$ cat src/design/fdivPkg.sv
// shared definitions for the single-precision divide unit
// float field widths, lane result record, flag positions
// lane state encoding and the quiet NaN the lanes emit

package fdivPkg;

	// ==================================================
	// field types
	// ==================================================

	// one ieee single-precision word
	typedef logic [31:0] float32T;
	// biased exponent
	typedef logic [7:0] expT;
	// mantissa with the hidden bit in front
	typedef logic [23:0] mantT;
	// host request id, echoed back with the result
	typedef logic [3:0] tagT;
	// exception flags, see bit positions below
	typedef logic [2:0] flagsT;

	// flag bit positions inside flagsT
	localparam int FLAG_DBZ = 0;
	localparam int FLAG_INV = 1;
	localparam int FLAG_OVUF = 2;

	// ==================================================
	// lane result and lane state
	// ==================================================

	// what one lane hands to the arbiter
	typedef struct packed {
		float32T value;
		flagsT flags;
		tagT tag;
	} laneResT;

	// lane sequencing
	typedef enum logic [1:0] {
		IDLE,
		DIVIDE,
		PACK,
		HOLD
	} laneStateT;

	// quiet NaN, positive sign, msb of the fraction set
	localparam float32T CANONICAL_NAN = 32'h7FC0_0000;

endpackage

$ cat src/design/laneResultIf.sv
// lane to arbiter result channel
// valid/res from the lane, grant back from the arbiter

interface laneResultIf;

	import fdivPkg::*;

	// lane has a finished result waiting
	logic valid;
	// the result itself, held stable while valid
	laneResT res;
	// arbiter takes the result in this cycle
	logic grant;

	// producing side
	modport lane (
		output valid,
		output res,
		input grant
	);

	// consuming side
	modport arbiter (
		input valid,
		input res,
		output grant
	);

endinterface

$ cat src/design/fdivLane.sv
// one divide lane
// operand unpack and special-case resolution
// exponent path, radix-8 mantissa divide, normalize, overflow/underflow flush
// result held on the lane channel until granted

module fdivLane (
	input logic clk,
	input logic rstN,
	input logic start,
	input fdivPkg::float32T opA,
	input fdivPkg::float32T opB,
	input fdivPkg::tagT tag,
	laneResultIf.lane out,
	output logic busy
);

	import fdivPkg::*;

	localparam int WID = $bits(mantT);
	localparam int BIAS = 127;

	laneStateT state;

	// unpacked fields, zero exponent counts as zero (no subnormals)
	logic signQ;
	logic zeroA, zeroB, infA, infB, nanA, nanB;
	// special case outcome decided at dispatch
	logic special;
	float32T specVal;
	flagsT specFlags;

	// captured at dispatch
	logic specialQ;
	float32T specValQ;
	flagsT specFlagsQ;
	logic signedQ;
	tagT tagQ;
	// biased quotient exponent, wide and signed to see both limits
	logic signed [9:0] expQ;

	// divider
	logic divLoad;
	logic [WID+2:0] quot;
	logic sticky;
	logic divDone;

	// pack stage
	logic signed [9:0] normExp;
	mantT normMant;
	logic nonZero;
	float32T packVal;
	flagsT packFlags;

	// ==================================================
	// unpack and special cases
	// ==================================================

	assign signQ = opA[31] ^ opB[31];
	assign zeroA = (opA[30:23] == 8'h00);
	assign zeroB = (opB[30:23] == 8'h00);
	assign infA = (opA[30:23] == 8'hFF) && (opA[22:0] == '0);
	assign infB = (opB[30:23] == 8'hFF) && (opB[22:0] == '0);
	assign nanA = (opA[30:23] == 8'hFF) && (opA[22:0] != '0);
	assign nanB = (opB[30:23] == 8'hFF) && (opB[22:0] != '0);

	always_comb begin
		special = 1'b1;
		specVal = '0;
		specFlags = '0;
		if (nanA || nanB || (infA && infB) || (zeroA && zeroB)) begin
			// invalid operation
			specVal = CANONICAL_NAN;
			specFlags[FLAG_INV] = 1'b1;
		end else if (infA) begin
			// inf over anything finite stays inf
			specVal = {signQ, 8'hFF, 23'h0};
		end else if (zeroB) begin
			// finite over zero
			specVal = {signQ, 8'hFF, 23'h0};
			specFlags[FLAG_DBZ] = 1'b1;
		end else if (zeroA || infB) begin
			specVal = {signQ, 31'h0};
		end else begin
			special = 1'b0;
		end
	end

	// divider runs only for two normal operands
	assign divLoad = start && (state == IDLE) && !special;

	mantDivR8 #(
		.WID(WID)
	) uDiv (
		.clk(clk),
		.rstN(rstN),
		.load(divLoad),
		.dividend({1'b1, opA[22:0]}),
		.divisor({1'b1, opB[22:0]}),
		.quotient(quot),
		.sticky(sticky),
		.done(divDone)
	);

	// operand side capture, payload only
	always_ff @(posedge clk) begin
		if (start && (state == IDLE)) begin
			specialQ <= special;
			specValQ <= specVal;
			specFlagsQ <= specFlags;
			signedQ <= signQ;
			tagQ <= tag;
			expQ <= $signed({2'b00, opA[30:23]}) - $signed({2'b00, opB[30:23]})
				+ 10'(BIAS);
		end
	end

	// ==================================================
	// normalize, truncate, flush
	// ==================================================

	always_comb begin
		// quotient in [0.5, 2), one-bit left shift when the integer bit is clear
		normExp = quot[WID+2] ? expQ : expQ - 10'sd1;
		normMant = quot[WID+2] ? quot[WID+2:3] : quot[WID+1:2];
		nonZero = (|quot) || sticky;
		packFlags = '0;
		packVal = {signedQ, normExp[7:0], normMant[WID-2:0]};
		if (specialQ) begin
			packVal = specValQ;
			packFlags = specFlagsQ;
		end else if (normExp >= 10'sd255) begin
			packVal = {signedQ, 8'hFF, 23'h0};
			packFlags[FLAG_OVUF] = 1'b1;
		end else if (normExp <= 10'sd0) begin
			// too small for a normal, flush to signed zero
			packVal = {signedQ, 31'h0};
			packFlags[FLAG_OVUF] = nonZero;
		end
	end

	// result register feeds the channel straight from PACK
	always_ff @(posedge clk) begin
		if (state == PACK) begin
			out.res <= '{value: packVal, flags: packFlags, tag: tagQ};
		end
	end

	// ==================================================
	// lane FSM
	// ==================================================

	always_ff @(posedge clk or negedge rstN) begin
		if (!rstN) begin
			state <= IDLE;
		end else begin
			unique case (state)
				IDLE: if (start) state <= special ? PACK : DIVIDE;
				DIVIDE: if (divDone) state <= PACK;
				PACK: state <= HOLD;
				HOLD: if (out.grant) state <= IDLE;
				default: state <= IDLE;
			endcase
		end
	end

	assign out.valid = (state == HOLD);
	assign busy = (state != IDLE);

endmodule

$ cat src/design/mantDivR8.sv
// iterative radix-8 restoring mantissa divider
// three compare/subtract steps per cycle, counter msb is done
// quotient carries an integer bit plus WID+2 fraction bits

module mantDivR8 #(
	parameter int WID = 24
) (
	input logic clk,
	input logic rstN,
	input logic load,
	input logic [WID-1:0] dividend,
	input logic [WID-1:0] divisor,
	output logic [WID+2:0] quotient,
	output logic sticky,
	output logic done
);

	// three bits per pass
	localparam int ITER = (WID + 3) / 3;
	// one spare bit on top so the wrap below zero sets done
	localparam int CW = $clog2(ITER) + 1;

	logic [CW-1:0] cnt;
	// partial remainder, always below twice the divisor
	logic [WID:0] rem;
	// divisor latched at load, zero extended to the remainder width
	logic [WID:0] dvs;
	// {quotient bit, next shifted remainder} of each chained step
	logic [WID+1:0] step0;
	logic [WID+1:0] step1;
	logic [WID+1:0] step2;

	// one restoring step
	// subtract when it fits, then shift left for the next bit
	function automatic logic [WID+1:0] divStep(
		input logic [WID:0] r,
		input logic [WID:0] d
	);
		logic fits;
		logic [WID:0] t;
		fits = (r >= d);
		t = fits ? r - d : r;
		// t is below d here, so its msb is zero and the shift loses nothing
		return {fits, t[WID-1:0], 1'b0};
	endfunction

	// ==================================================
	// datapath
	// ==================================================

	// three steps chained inside one cycle
	assign step0 = divStep(rem, dvs);
	assign step1 = divStep(step0[WID:0], dvs);
	assign step2 = divStep(step1[WID:0], dvs);

	always_ff @(posedge clk) begin
		if (load) begin
			rem <= {1'b0, dividend};
			dvs <= {1'b0, divisor};
			quotient <= '0;
		end else if (!done) begin
			rem <= step2[WID:0];
			// first bit out is the most significant of the three
			quotient <= {quotient[WID-1:0], step0[WID+1], step1[WID+1], step2[WID+1]};
		end
	end

	// ==================================================
	// iteration counter
	// ==================================================

	// load ITER-1 so that ITER decrements pass before the msb flips
	always_ff @(posedge clk or negedge rstN) begin
		if (!rstN) begin
			cnt <= '1;
		end else if (load) begin
			cnt <= CW'(ITER - 1);
		end else if (!done) begin
			cnt <= cnt - 1'b1;
		end
	end

	assign done = cnt[CW-1];

	// leftover remainder, non-zero means the quotient was cut short
	assign sticky = |rem;

endmodule

$ cat src/flat_wrapper.sv
// flat-port wrapper written by rule: the top's interface ports become plain ports
module fdivLane_flat import fdivPkg::*;
  (clk, rstN, start, opA, opB, tag, busy, out_valid, out_res, out_grant);
  laneResultIf out_i ();
  input logic clk;
  input logic rstN;
  input logic start;
  input fdivPkg::float32T opA;
  input fdivPkg::float32T opB;
  input fdivPkg::tagT tag;
  output logic busy;
  output wire logic [$bits(out_i.valid)-1:0] out_valid;
  output wire logic [$bits(out_i.res)-1:0] out_res;
  input wire logic [$bits(out_i.grant)-1:0] out_grant;
  assign out_valid = out_i.valid;
  assign out_res = out_i.res;
  assign out_i.grant = out_grant;
  fdivLane u_core (.clk(clk), .rstN(rstN), .start(start), .opA(opA), .opB(opB), .tag(tag), .out(out_i), .busy(busy));
endmodule
$ cat config.mk
export PLATFORM = sky130hd
export DESIGN_NAME = fdivLane_flat
export DESIGN_NICKNAME = d
export VERILOG_FILES = /design/src/design/fdivPkg.sv /design/src/design/laneResultIf.sv /design/src/design/fdivLane.sv /design/src/design/mantDivR8.sv /design/src/flat_wrapper.sv
export SDC_FILE = /design/constraint.sdc
export NUM_CORES = 1
export LEC_CHECK = 0
export BUFFER_PORTS_ARGS = -buffer_cell sky130_fd_sc_hd__buf_2
export CORE_MARGIN = 2
export CORE_UTILIZATION = 55
export CTS_CLUSTER_DIAMETER = 80
export CTS_CLUSTER_SIZE = 24
export DETAILED_ROUTE_END_ITERATION = 12
export PLACE_DENSITY = 0.86
export SYNTH_ARGS = -nofsm -noshare
export SYNTH_HDL_FRONTEND = slang
export SYNTH_SLANG_ARGS = --single-unit
$ cat constraint.sdc
create_clock -name clk -period 7.8 [get_ports clk]
set_clock_uncertainty 0.2 [all_clocks]
set_input_delay 0.78 -clock clk [delete_from_list [all_inputs] [get_ports clk]]
set_output_delay 0.78 -clock clk [all_outputs]
set_load 0.005 [all_outputs]
## Word level (Yosys, flattened, before mapping)

Index checks and enable logic that the tools add are counted.

| operators by class | value |
|---|---|
| mux-type cells | 28 |
| eq/ne operators | 9 |
| order comparisons | 5 |
| add/sub/neg operators | 7 |
| bitwise logic cells | 1 |
| reduce and logical (&&, ||, !) cells | 27 |

Operators by type and width:

| kind | count |
|---|---|
| 32-bit two-way mux | 4 |
| 25-bit by 24-bit greater-or-equal comparator with 1-bit output | 3 |
| 24-bit two-way mux | 3 |
| 24-bit subtractor | 3 |
| 23-bit two-way mux | 3 |
| 31-bit two-way mux | 2 |
| 23-bit logical NOT | 2 |
| 23-bit nonzero test | 2 |
| 27-bit OR reduction | 1 |
| 25-bit OR reduction | 1 |
| 8-bit equality test, second input constant | 2 |
| 8-bit logical NOT | 2 |
| 10-bit by 8-bit adder with 10-bit output, second input constant | 1 |
| 10-bit by 9-bit greater-or-equal comparator with 1-bit output, second input constant | 1 |
| 10-bit by 1-bit less-or-equal comparator with 1-bit output, second input constant | 1 |
| 10-bit two-way mux | 1 |
| 5-bit two-way mux | 2 |
| 10-bit by 2-bit subtractor with 10-bit output, second input constant | 1 |
| 8-bit by 8-bit subtractor with 9-bit output | 1 |
| 1-bit logical AND | 8 |
| 1-bit two-way mux | 8 |
| 2-bit two-way mux | 4 |
| 2-bit one-hot mux with 4 select lines | 1 |
| 1-bit logical OR | 5 |
| other kinds (12) | 15 |

| storage, ports and cells | value |
|---|---|
| register bits | 171 |
| word-level logic and storage cells | 96 |
| output and inout bits | 41 |
| input port bits | 72 |

## Longest topological paths before layout

Gate-level depths: netlist (run 1).

| logic depth | value |
|---|---|
| depth in word-level cells | 10 |
| depth in mapped cells | 38 |
| depth with buffers taken out | 34 |

## Modules after synthesis

A second synthesis (run 1) with hierarchy kept.

| second synthesis, totals | value |
|---|---|
| cell total of the unflattened synthesis | 1248 |
| area, all modules | 11415.9 um^2 |

Modules (own cells, without submodules):

| module | area each (um^2) | instances | sequential area each (um^2) | cells an instance |
|---|---|---|---|---|
| mantDivR8 | 7558.5 | 1 | 2133.3 | 890 |
| fdivLane | 3857.4 | 1 | 1851.8 | 358 |

## Worst setup path before layout (run 1)

Ideal clock, no wire load.

| timing | value |
|---|---|
| path kind | reg-to-reg |
| start | register u_core.uDiv.dvs[1] |
| end | register u_core.uDiv.rem[5] (data pin) |
| data required time | 7.339 ns |
| stages on the path, launching flop included | 36 |
| path slack | 0.003 ns |
| path buffers | 5 |
| library setup time | 0.261 ns |
| arrival | 7.336 ns |
| clock period less this slack | 7.797 ns |
| cells stage by stage | edfxtp_1 > inv_1 > ha_1 > and3b_1 > o21a_1 > a211o_1 > a31o_2 > a31oi_4 > clkbuf_1 > buf_2 > nand2_1 > o21ai_0 > ha_1 > nor2b_1 > o21ai_0 > a21oi_1 > o2111ai_1 > nand2_1 > a21o_1 > o21a_4 > nor2_4 > buf_2 > mux2_2 > ha_1 > a21o_1 > o21ai_0 > nor2b_1 > o21a_1 > a311o_1 > a21oi_1 > a2111oi_0 > nor2_1 > o31a_1 > buf_2 > buf_6 > o311a_1 |

| on the way | value |
|---|---|
| longest elaborated chain between the ends | 8 |
| elaborated cells between the ends (all ways) | 11 |
| those cells by class | add/sub: 3; order compare: 3; mux: 5 |

RTL lines:

| item | RTL line | RTL |
|---|---|---|
| from (decl) | mantDivR8.sv:27 | `logic [WID:0] dvs;` |
| from (signal assigned) | mantDivR8.sv:59 | `dvs <= {1'b0, divisor};` |
| 24-bit subtractor / 25-bit by 24-bit greater-or-equal comparator with 1-bit output (equally long branches) | mantDivR8.sv:42, mantDivR8.sv:41 |  |
| 24-bit two-way mux | mantDivR8.sv:42 | `t = fits ? r - d : r;` |
| 24-bit subtractor / 25-bit by 24-bit greater-or-equal comparator with 1-bit output (equally long branches) | mantDivR8.sv:42, mantDivR8.sv:41 |  |
| 24-bit two-way mux | mantDivR8.sv:42 |  |
| 24-bit subtractor / 25-bit by 24-bit greater-or-equal comparator with 1-bit output (equally long branches) | mantDivR8.sv:42, mantDivR8.sv:41 |  |
| 24-bit two-way mux * | mantDivR8.sv:42 |  |
| 23-bit two-way mux * | mantDivR8.sv:61 | `end else if (!done) begin` |
| 23-bit two-way mux * | mantDivR8.sv:57 | `if (load) begin` |
| to (signal assigned) | mantDivR8.sv:58 | `rem <= {1'b0, dividend};` |
| to (signal assigned) | mantDivR8.sv:62 | `rem <= step2[WID:0];` |
| to (decl) | mantDivR8.sv:25 | `logic [WID:0] rem;` |

Mark *: on every way between the ends. The rest lies on a longest branch, timed or not. The select of a mux whose other input is x is not followed.
A chain may end at the register's enable or synchronous reset.

## Worst setup path after layout (run 1)

| timing | value |
|---|---|
| start | register u_core.uDiv.dvs[1] |
| end | register u_core.uDiv.rem[12] (data pin) |

Same word-level chain as after synthesis.

==> impl_metrics.yaml, run 1 <==
run:
  drv_cap: 0
critical_path:
  worst_setup_path_end_kind: "flip-flop"
  reg2reg_slack_ns: -0.09
  critical_path_peak_fanout: 8
  critPathRequiredTime_ns: 7.82
  worstSetupPathType: "reg -> reg"
  arrival_ns: 7.91
  cp_common_cell: "buf_12"
  start_kind: "flip-flop"
  slowest_delay_ns: 0.43
  crit_slowest_cell: "edfxtp_1"
  r2r_cells: 34
clocking:
  cts_root_buf: "clkbuf_16"
  cts_tree: "done"
  cts_buffers: 17
  clk_pin_slew_ns: 0.07
  clock_latency_ns: 0.45
  cts.sinks: 142
  clk_path_buf_depth: 2
  htree_levels: 4
cells_and_area:
  synthToLayoutAreaGrowth_pct: 27.9
  drive_above_1_share_pct: 28.5
  antennaDiodeCount: 0
  stdcell_area_mm2: 0.0139
  fin_nets: 1579
floorplanning:
  start_util_pct: 56.0
  io_pins: 113
  die_h_um: 145
  row_count: 51
  coreArea_mm2: 0.0194
  die_w_um: 145
  die_area_mm2: 0.0209
global_route:
  antenna_found_initial: 1
  grt_util_met1_pct: 45.2
  grt_max_degree: 52
  grt_first_pass_wirelength_um: 51400
  gr-max-usage-layer: "met2"
  grt_util_met2_pct: 49.2
  met3_usage_pct: 7.65
  grt_overflow: 0
  first_global_vias: 9549
  grt.total_usage_pct: 32.4
yosys:
  synth_cell_types: 75
  synthArstFlopShare_pct: 4.93
  synth_flop_cell: "edfxtp_1"
  synth_edf_count: 106
  synth_area_mm2: 0.0109
  synthTopCellsByArea: "edfxtp_1 29%, ha_1 9.7%, mux2i_1 5.4%"
  synth_top_area_share_pct: 29.3
  synth_cells: 1195
  seq_area_frac_synth_pct: 36.3
  synth_warnings: 0
  yosys-top-cells-count: "130 x nor2_1, 106 x edfxtp_1, 90 x nand2_1, 84 x ha_1, 81 x a21oi_1"
  syn_nets: 1354
  synth_most_common_cell: "nor2_1"
  yosys.area.top_type: "edfxtp_1"
  avgSynthCellArea_um2: 9.09
  synth-seq-cells: 142
placement:
  port-buffer-count: 112
  gpl.final_weighted_congestion: 1.01
  place_area_mm2: 0.0123
  dp_hpwl_um: 25500
detailed_routing:
  drt_wl_total_um: 35400
  postRouteAntennaNets: 0
  firstDrtPassIters: 6
  drc: 0
  viasPerCell: 6.24
  vias: 10600
  wl_per_cell_um: 20.8
  first_iter_violations: 1257
outcome:
  violations: "negative setup slack"
  status: "finished with violations"
timing:
  post-route-period-util_pct: 101
  fmaxAchievable_ghz: 0.127
  rsz0062_at_grt: "true"
  worst_pin_slew_ns: 1.15
  fin_crit_ns: 7.89
  maxSlewViolCount: 0
  setup_viol: 10
  worst_slack_ns: -0.0893
  slew_headroom_pct: 23.3
  hold_viol_final: 0
min_path:
  hold_class: "reg -> reg"
  whs_path_depth: 0
==> registers in the layout, indices dropped and copies added (netlist names) <==
name / flops
u_core.uDiv.dvs: 23
u_core.state: 2
u_core.specialQ: 1
u_core.uDiv.rem: 25
u_core.out.res: 39
u_core.specValQ: 3
u_core.expQ: 10
u_core.uDiv.cnt: 5
u_core.uDiv.quotient: 27
u_core.signedQ: 1
u_core.tagQ: 4
u_core.specFlagsQ: 2
==> worst paths after layout <==
kind	endpoint	startpoint
worst max-delay path	u_core.uDiv.rem[12]$_DFFE_PP_	u_core.uDiv.dvs[1]$_DFFE_PP_
worst min register to register	u_core.out.res[1]$_DFFE_PP_	u_core.tagQ[1]$_DFFE_PP_
min in group asynchronous	u_core.state[0]$_DFFE_PN0P_	rstN
max in group asynchronous	u_core.uDiv.cnt[4]$_DFF_PN1_	rstN
worst max register to register	u_core.uDiv.rem[12]$_DFFE_PP_	u_core.uDiv.dvs[1]$_DFFE_PP_
worst min-delay path	u_core.out.res[1]$_DFFE_PP_	u_core.tagQ[1]$_DFFE_PP_
==> cell type report <==
class                      instances  area, um2
multi-input combinational        945       7040
sequential                       142       3950
clock buffer                      17        425
fill                            1380       5500
timing repair buffer             249       1720
clock inverter                    15        189
inverter                          65        244
tap                              265        332
==> logic make-up after synthesis <==
| group | count (synthesis) | synth area share [%] |
|---|---|---|
| DFF | 142 | 36.3 |
| xor gates and xnor gates | 75 | 6.05 |
| and+or+nand+nor | 401 | 17.6 |
| muxes | 82 | 7.86 |
| AOI/OAI and AO/OA | 300 | 18.1 |
| buffers and inverters | 108 | 3.89 |
| adders and majority gates | 87 | 10.2 |
==> cell usage in the layout, fill, tap and decap left out, drive strengths merged, types with 4 or more instances in the layout <==
master / count
o31a: 4
nor4: 35
edfxtp: 106
or3: 5
xnor2: 46
a21oi: 81
nand3: 24
mux2: 23
ha: 84
nor2b: 12
nor3: 33
inv: 72
a211oi: 7
buf: 245
o21bai: 17
and3: 7
clkbuf: 20
nand2b: 19
a211o: 6
o31ai: 6
a31oi: 12
a21o: 35
xor2: 29
and2: 6
mux2i: 59
o211a: 4
o21a: 8
nor2: 131
clkinv: 8
a311oi: 12
nand2: 90
dfstp: 5
o21ai: 73
nand4: 24
o211ai: 8
dfxtp: 29
or2: 5
==> through the flow <==
stage	util (%)	TNS, ns	std cells	worst slack, ns	hold slack, ns
detailed placement	63.5	-1.06	1623	-0.279	0.208
floorplan	-	0	1195	0.00279	0.200
finish	71.6	-0.427	1698	-0.0893	0.223
CTS	67.0	0	1657	0.0265	0.224
global placement	63.5	-0.920	1623	-0.235	0.202
global route	71.6	-4.48	1698	-0.285	0.234
==> what timing repair did <==
item	CTS	global route
cloned	0	4
endpoints found under the hold margin	2	0
setup endpoints to repair	22	25
hold buffers	1	0
gates resized for setup	9	128
setup buffers	1	38
pin swaps	3	64
==> critical path, delay by kind of cell (launching register included) <==
kind,cells,cell delay (ns)
flops,1,0.43
simple gates,8,1.12
buf+inv,5,0.75
mux,1,0.32
fa+ha+maj,3,0.79
compound gates,17,4.02
==> metal layers <==
layer / routed length [um] / vias up
met1: 14600 / 4972
met2: 15900 / 660
li1: - / 4874
met3: 3540 / 96
met4: 1250 / 2
met5: 13 / -
Power of run 1 is left out: the tool's default activity adds up to more than one toggle a clock period on the data nets, which glitch-free logic cannot reach.
==> inputs of run 2 (changes only) <==
- REMOVE_ABC_BUFFERS: default -> 1
==> run 2 against run 1 <==
- the flow still finishes with violations (negative setup slack)
- critical endpoint is now u_core.uDiv.rem[6]$_DFFE_PP_
- hold slack improved by 0.0062 ns
- critical path type unchanged
- highest routed layer is now met4
- flip-flop and latch count unchanged
- routed wire length decreased by 0.96%
==> impl_metrics.yaml, run 2 (same netlist as run 1, synthesis figures left out) <==
critical_path:
  path_buf_inv: 6
  path_delay_family: "compound AO/OA/AOI/OAI gates"
  worst_setup_path_end_kind: "flip-flop"
  crit_slowest_cell: "edfxtp_1"
  cp_common_cell: "nand2_1"
  critPathRequiredTime_ns: 7.81
  worstSetupPathType: "reg -> reg"
  arrival_ns: 7.95
  critical_path_peak_fanout: 27
  slowest_delay_ns: 0.50
  start_kind: "flip-flop"
timing:
  rsz0062_at_grt: "true"
  timing.setup.tns_ns: -0.508
  post-route-period-util_pct: 102
  worst_pin_slew_ns: 1.20
  fmaxAchievable_ghz: 0.126
  worst_slack_ns: -0.143
  maxSlewViolCount: 0
  slew_headroom_pct: 19.0
  hold_viol_final: 0
  fin_crit_ns: 7.94
  setup_viol: 14
  whs_ns: 0.229
outcome:
  status: "finished with violations"
  violations: "negative setup slack"
cells_and_area:
  fin_nets: 1593
  antennaDiodeCount: 0
  final_common_cell: "buf_4"
  fin_util_pct: 72.3
  largest_reg_flops: 39
  largestRegisters: "u_core.out.res: 39 flops, u_core.uDiv.quotient: 27 flops, u_core.uDiv.rem: 25 flops"
  regMostFlops: "u_core.out.res"
  synthToLayoutAreaGrowth_pct: 29.1
  n_fill_cell: 1323
  drive_above_1_share_pct: 29.6
  stdcell_area_mm2: 0.0140
  mostFrequentLayoutCells: "131 x buf_4, 124 x nor2_1, 113 x buf_2"
global_route:
  grt_first_pass_wirelength_um: 50200
  antenna_found_initial: 0
  first_global_vias: 9814
  grt_max_degree: 46
  grt_overflow: 0
  grt.total_usage_pct: 31.2
detailed_routing:
  drc: 0
  vias: 10800
  drt_wl_total_um: 35000
  wl_per_cell_um: 20.5
  first_iter_violations: 1282
  postRouteAntennaNets: 0
  firstDrtPassIters: 8
  viasPerCell: 6.32
floorplanning:
  row_count: 51
  coreArea_mm2: 0.0194
  io_pins: 113
  die_w_um: 145
  start_util_pct: 56.0
  die_area_mm2: 0.0209
  die_h_um: 145
clocking:
  clk_path_buf_depth: 2
  cts_tree: "done"
  cts_root_buf: "clkbuf_16"
  cts.sinks: 142
  htree_levels: 4
  clock_latency_ns: 0.45
  cts_buffers: 17
  clk_pin_slew_ns: 0.07
min_path:
  hold_class: "reg -> reg"
placement:
  place_area_mm2: 0.0125
  port-buffer-count: 112
  gpl.final_weighted_congestion: 0.988
  dp_hpwl_um: 24500
run:
  drv_cap: 0
-- run 2: cell types whose count changed in the layout (fill, tap and decap cells not counted), moves of 3 or more --
cell | previous run | this run
ha_4 | 10 | 15
clkinv_8 | 5 | 0
buf_6 | 10 | 13
ha_1 | 67 | 60
bufinv_16 | 0 | 3
nor2_4 | 3 | 6
inv_8 | 5 | 0
buf_4 | 118 | 131
-- run 2: cell type report --
cell class | count | area [um2] | area share (%)
Multi-Input combinational cell | 946 | 7120 | 50.7
Sequential cell | 142 | 3950 | 28.1
Timing Repair Buffer | 262 | 1790 | 12.7
Clock buffer | 19 | 433 | 3.09
Tap cell | 265 | 332 | 2.36
Inverter | 65 | 244 | 1.74
Clock inverter | 13 | 166 | 1.19
-- run 2: path summary, 6_finish.rpt --
kind | start | end | depth (start not counted) | slack (ns)
min reg2reg | u_core.tagQ[3]$_DFFE_PP_ | u_core.out.res[3]$_DFFE_PP_ | 0 | 0.23
min | u_core.tagQ[3]$_DFFE_PP_ | u_core.out.res[3]$_DFFE_PP_ | 0 | 0.23
max | u_core.uDiv.rem[13]$_DFFE_PP_ | u_core.uDiv.rem[6]$_DFFE_PP_ | 32 | -0.14
max in group asynchronous | rstN | u_core.uDiv.cnt[3]$_DFFE_PN1P_ | 2 | 6.65
max reg2reg | u_core.uDiv.rem[13]$_DFFE_PP_ | u_core.uDiv.rem[6]$_DFFE_PP_ | 32 | -0.14
min in group asynchronous | rstN | u_core.state[1]$_DFFE_PN0P_ | 2 | 0.52
-- run 2: metal layers --
| metal | GRT usage, % | routed length [um] | up-vias |
|---|---|---|---|
| met5 | 0 | 0 | - |
| met4 | 14.9 | 1760 | 0 |
| met3 | 5.60 | 3110 | 160 |
| met2 | 51.3 | 16700 | 696 |
| met1 | 39.8 | 13400 | 5062 |
| li1 | - | - | 4910 |
-- run 2: metrics by stage --
step | setup WS [ns] | instances
final | -0.143 | 1712
after CTS | 0.00710 | 1679
after global placement | 0.0451 | 1646
after global routing | -0.246 | 1712
after detailed placement | -0.396 | 1646
after floorplan | -0.652 | 1152
-- run 2: what timing repair did --
item / in CTS / in global routing
buffers inserted: 0 / 29
hold buffers: 1 / 0
cloned: 0 / 4
gates resized for setup: 10 / 141
pin swaps: 1 / 62
endpoints found under the setup margin: 25 / 25
hold endpoints to repair: 2 / 0
Power of run 2 is left out for the same reason.
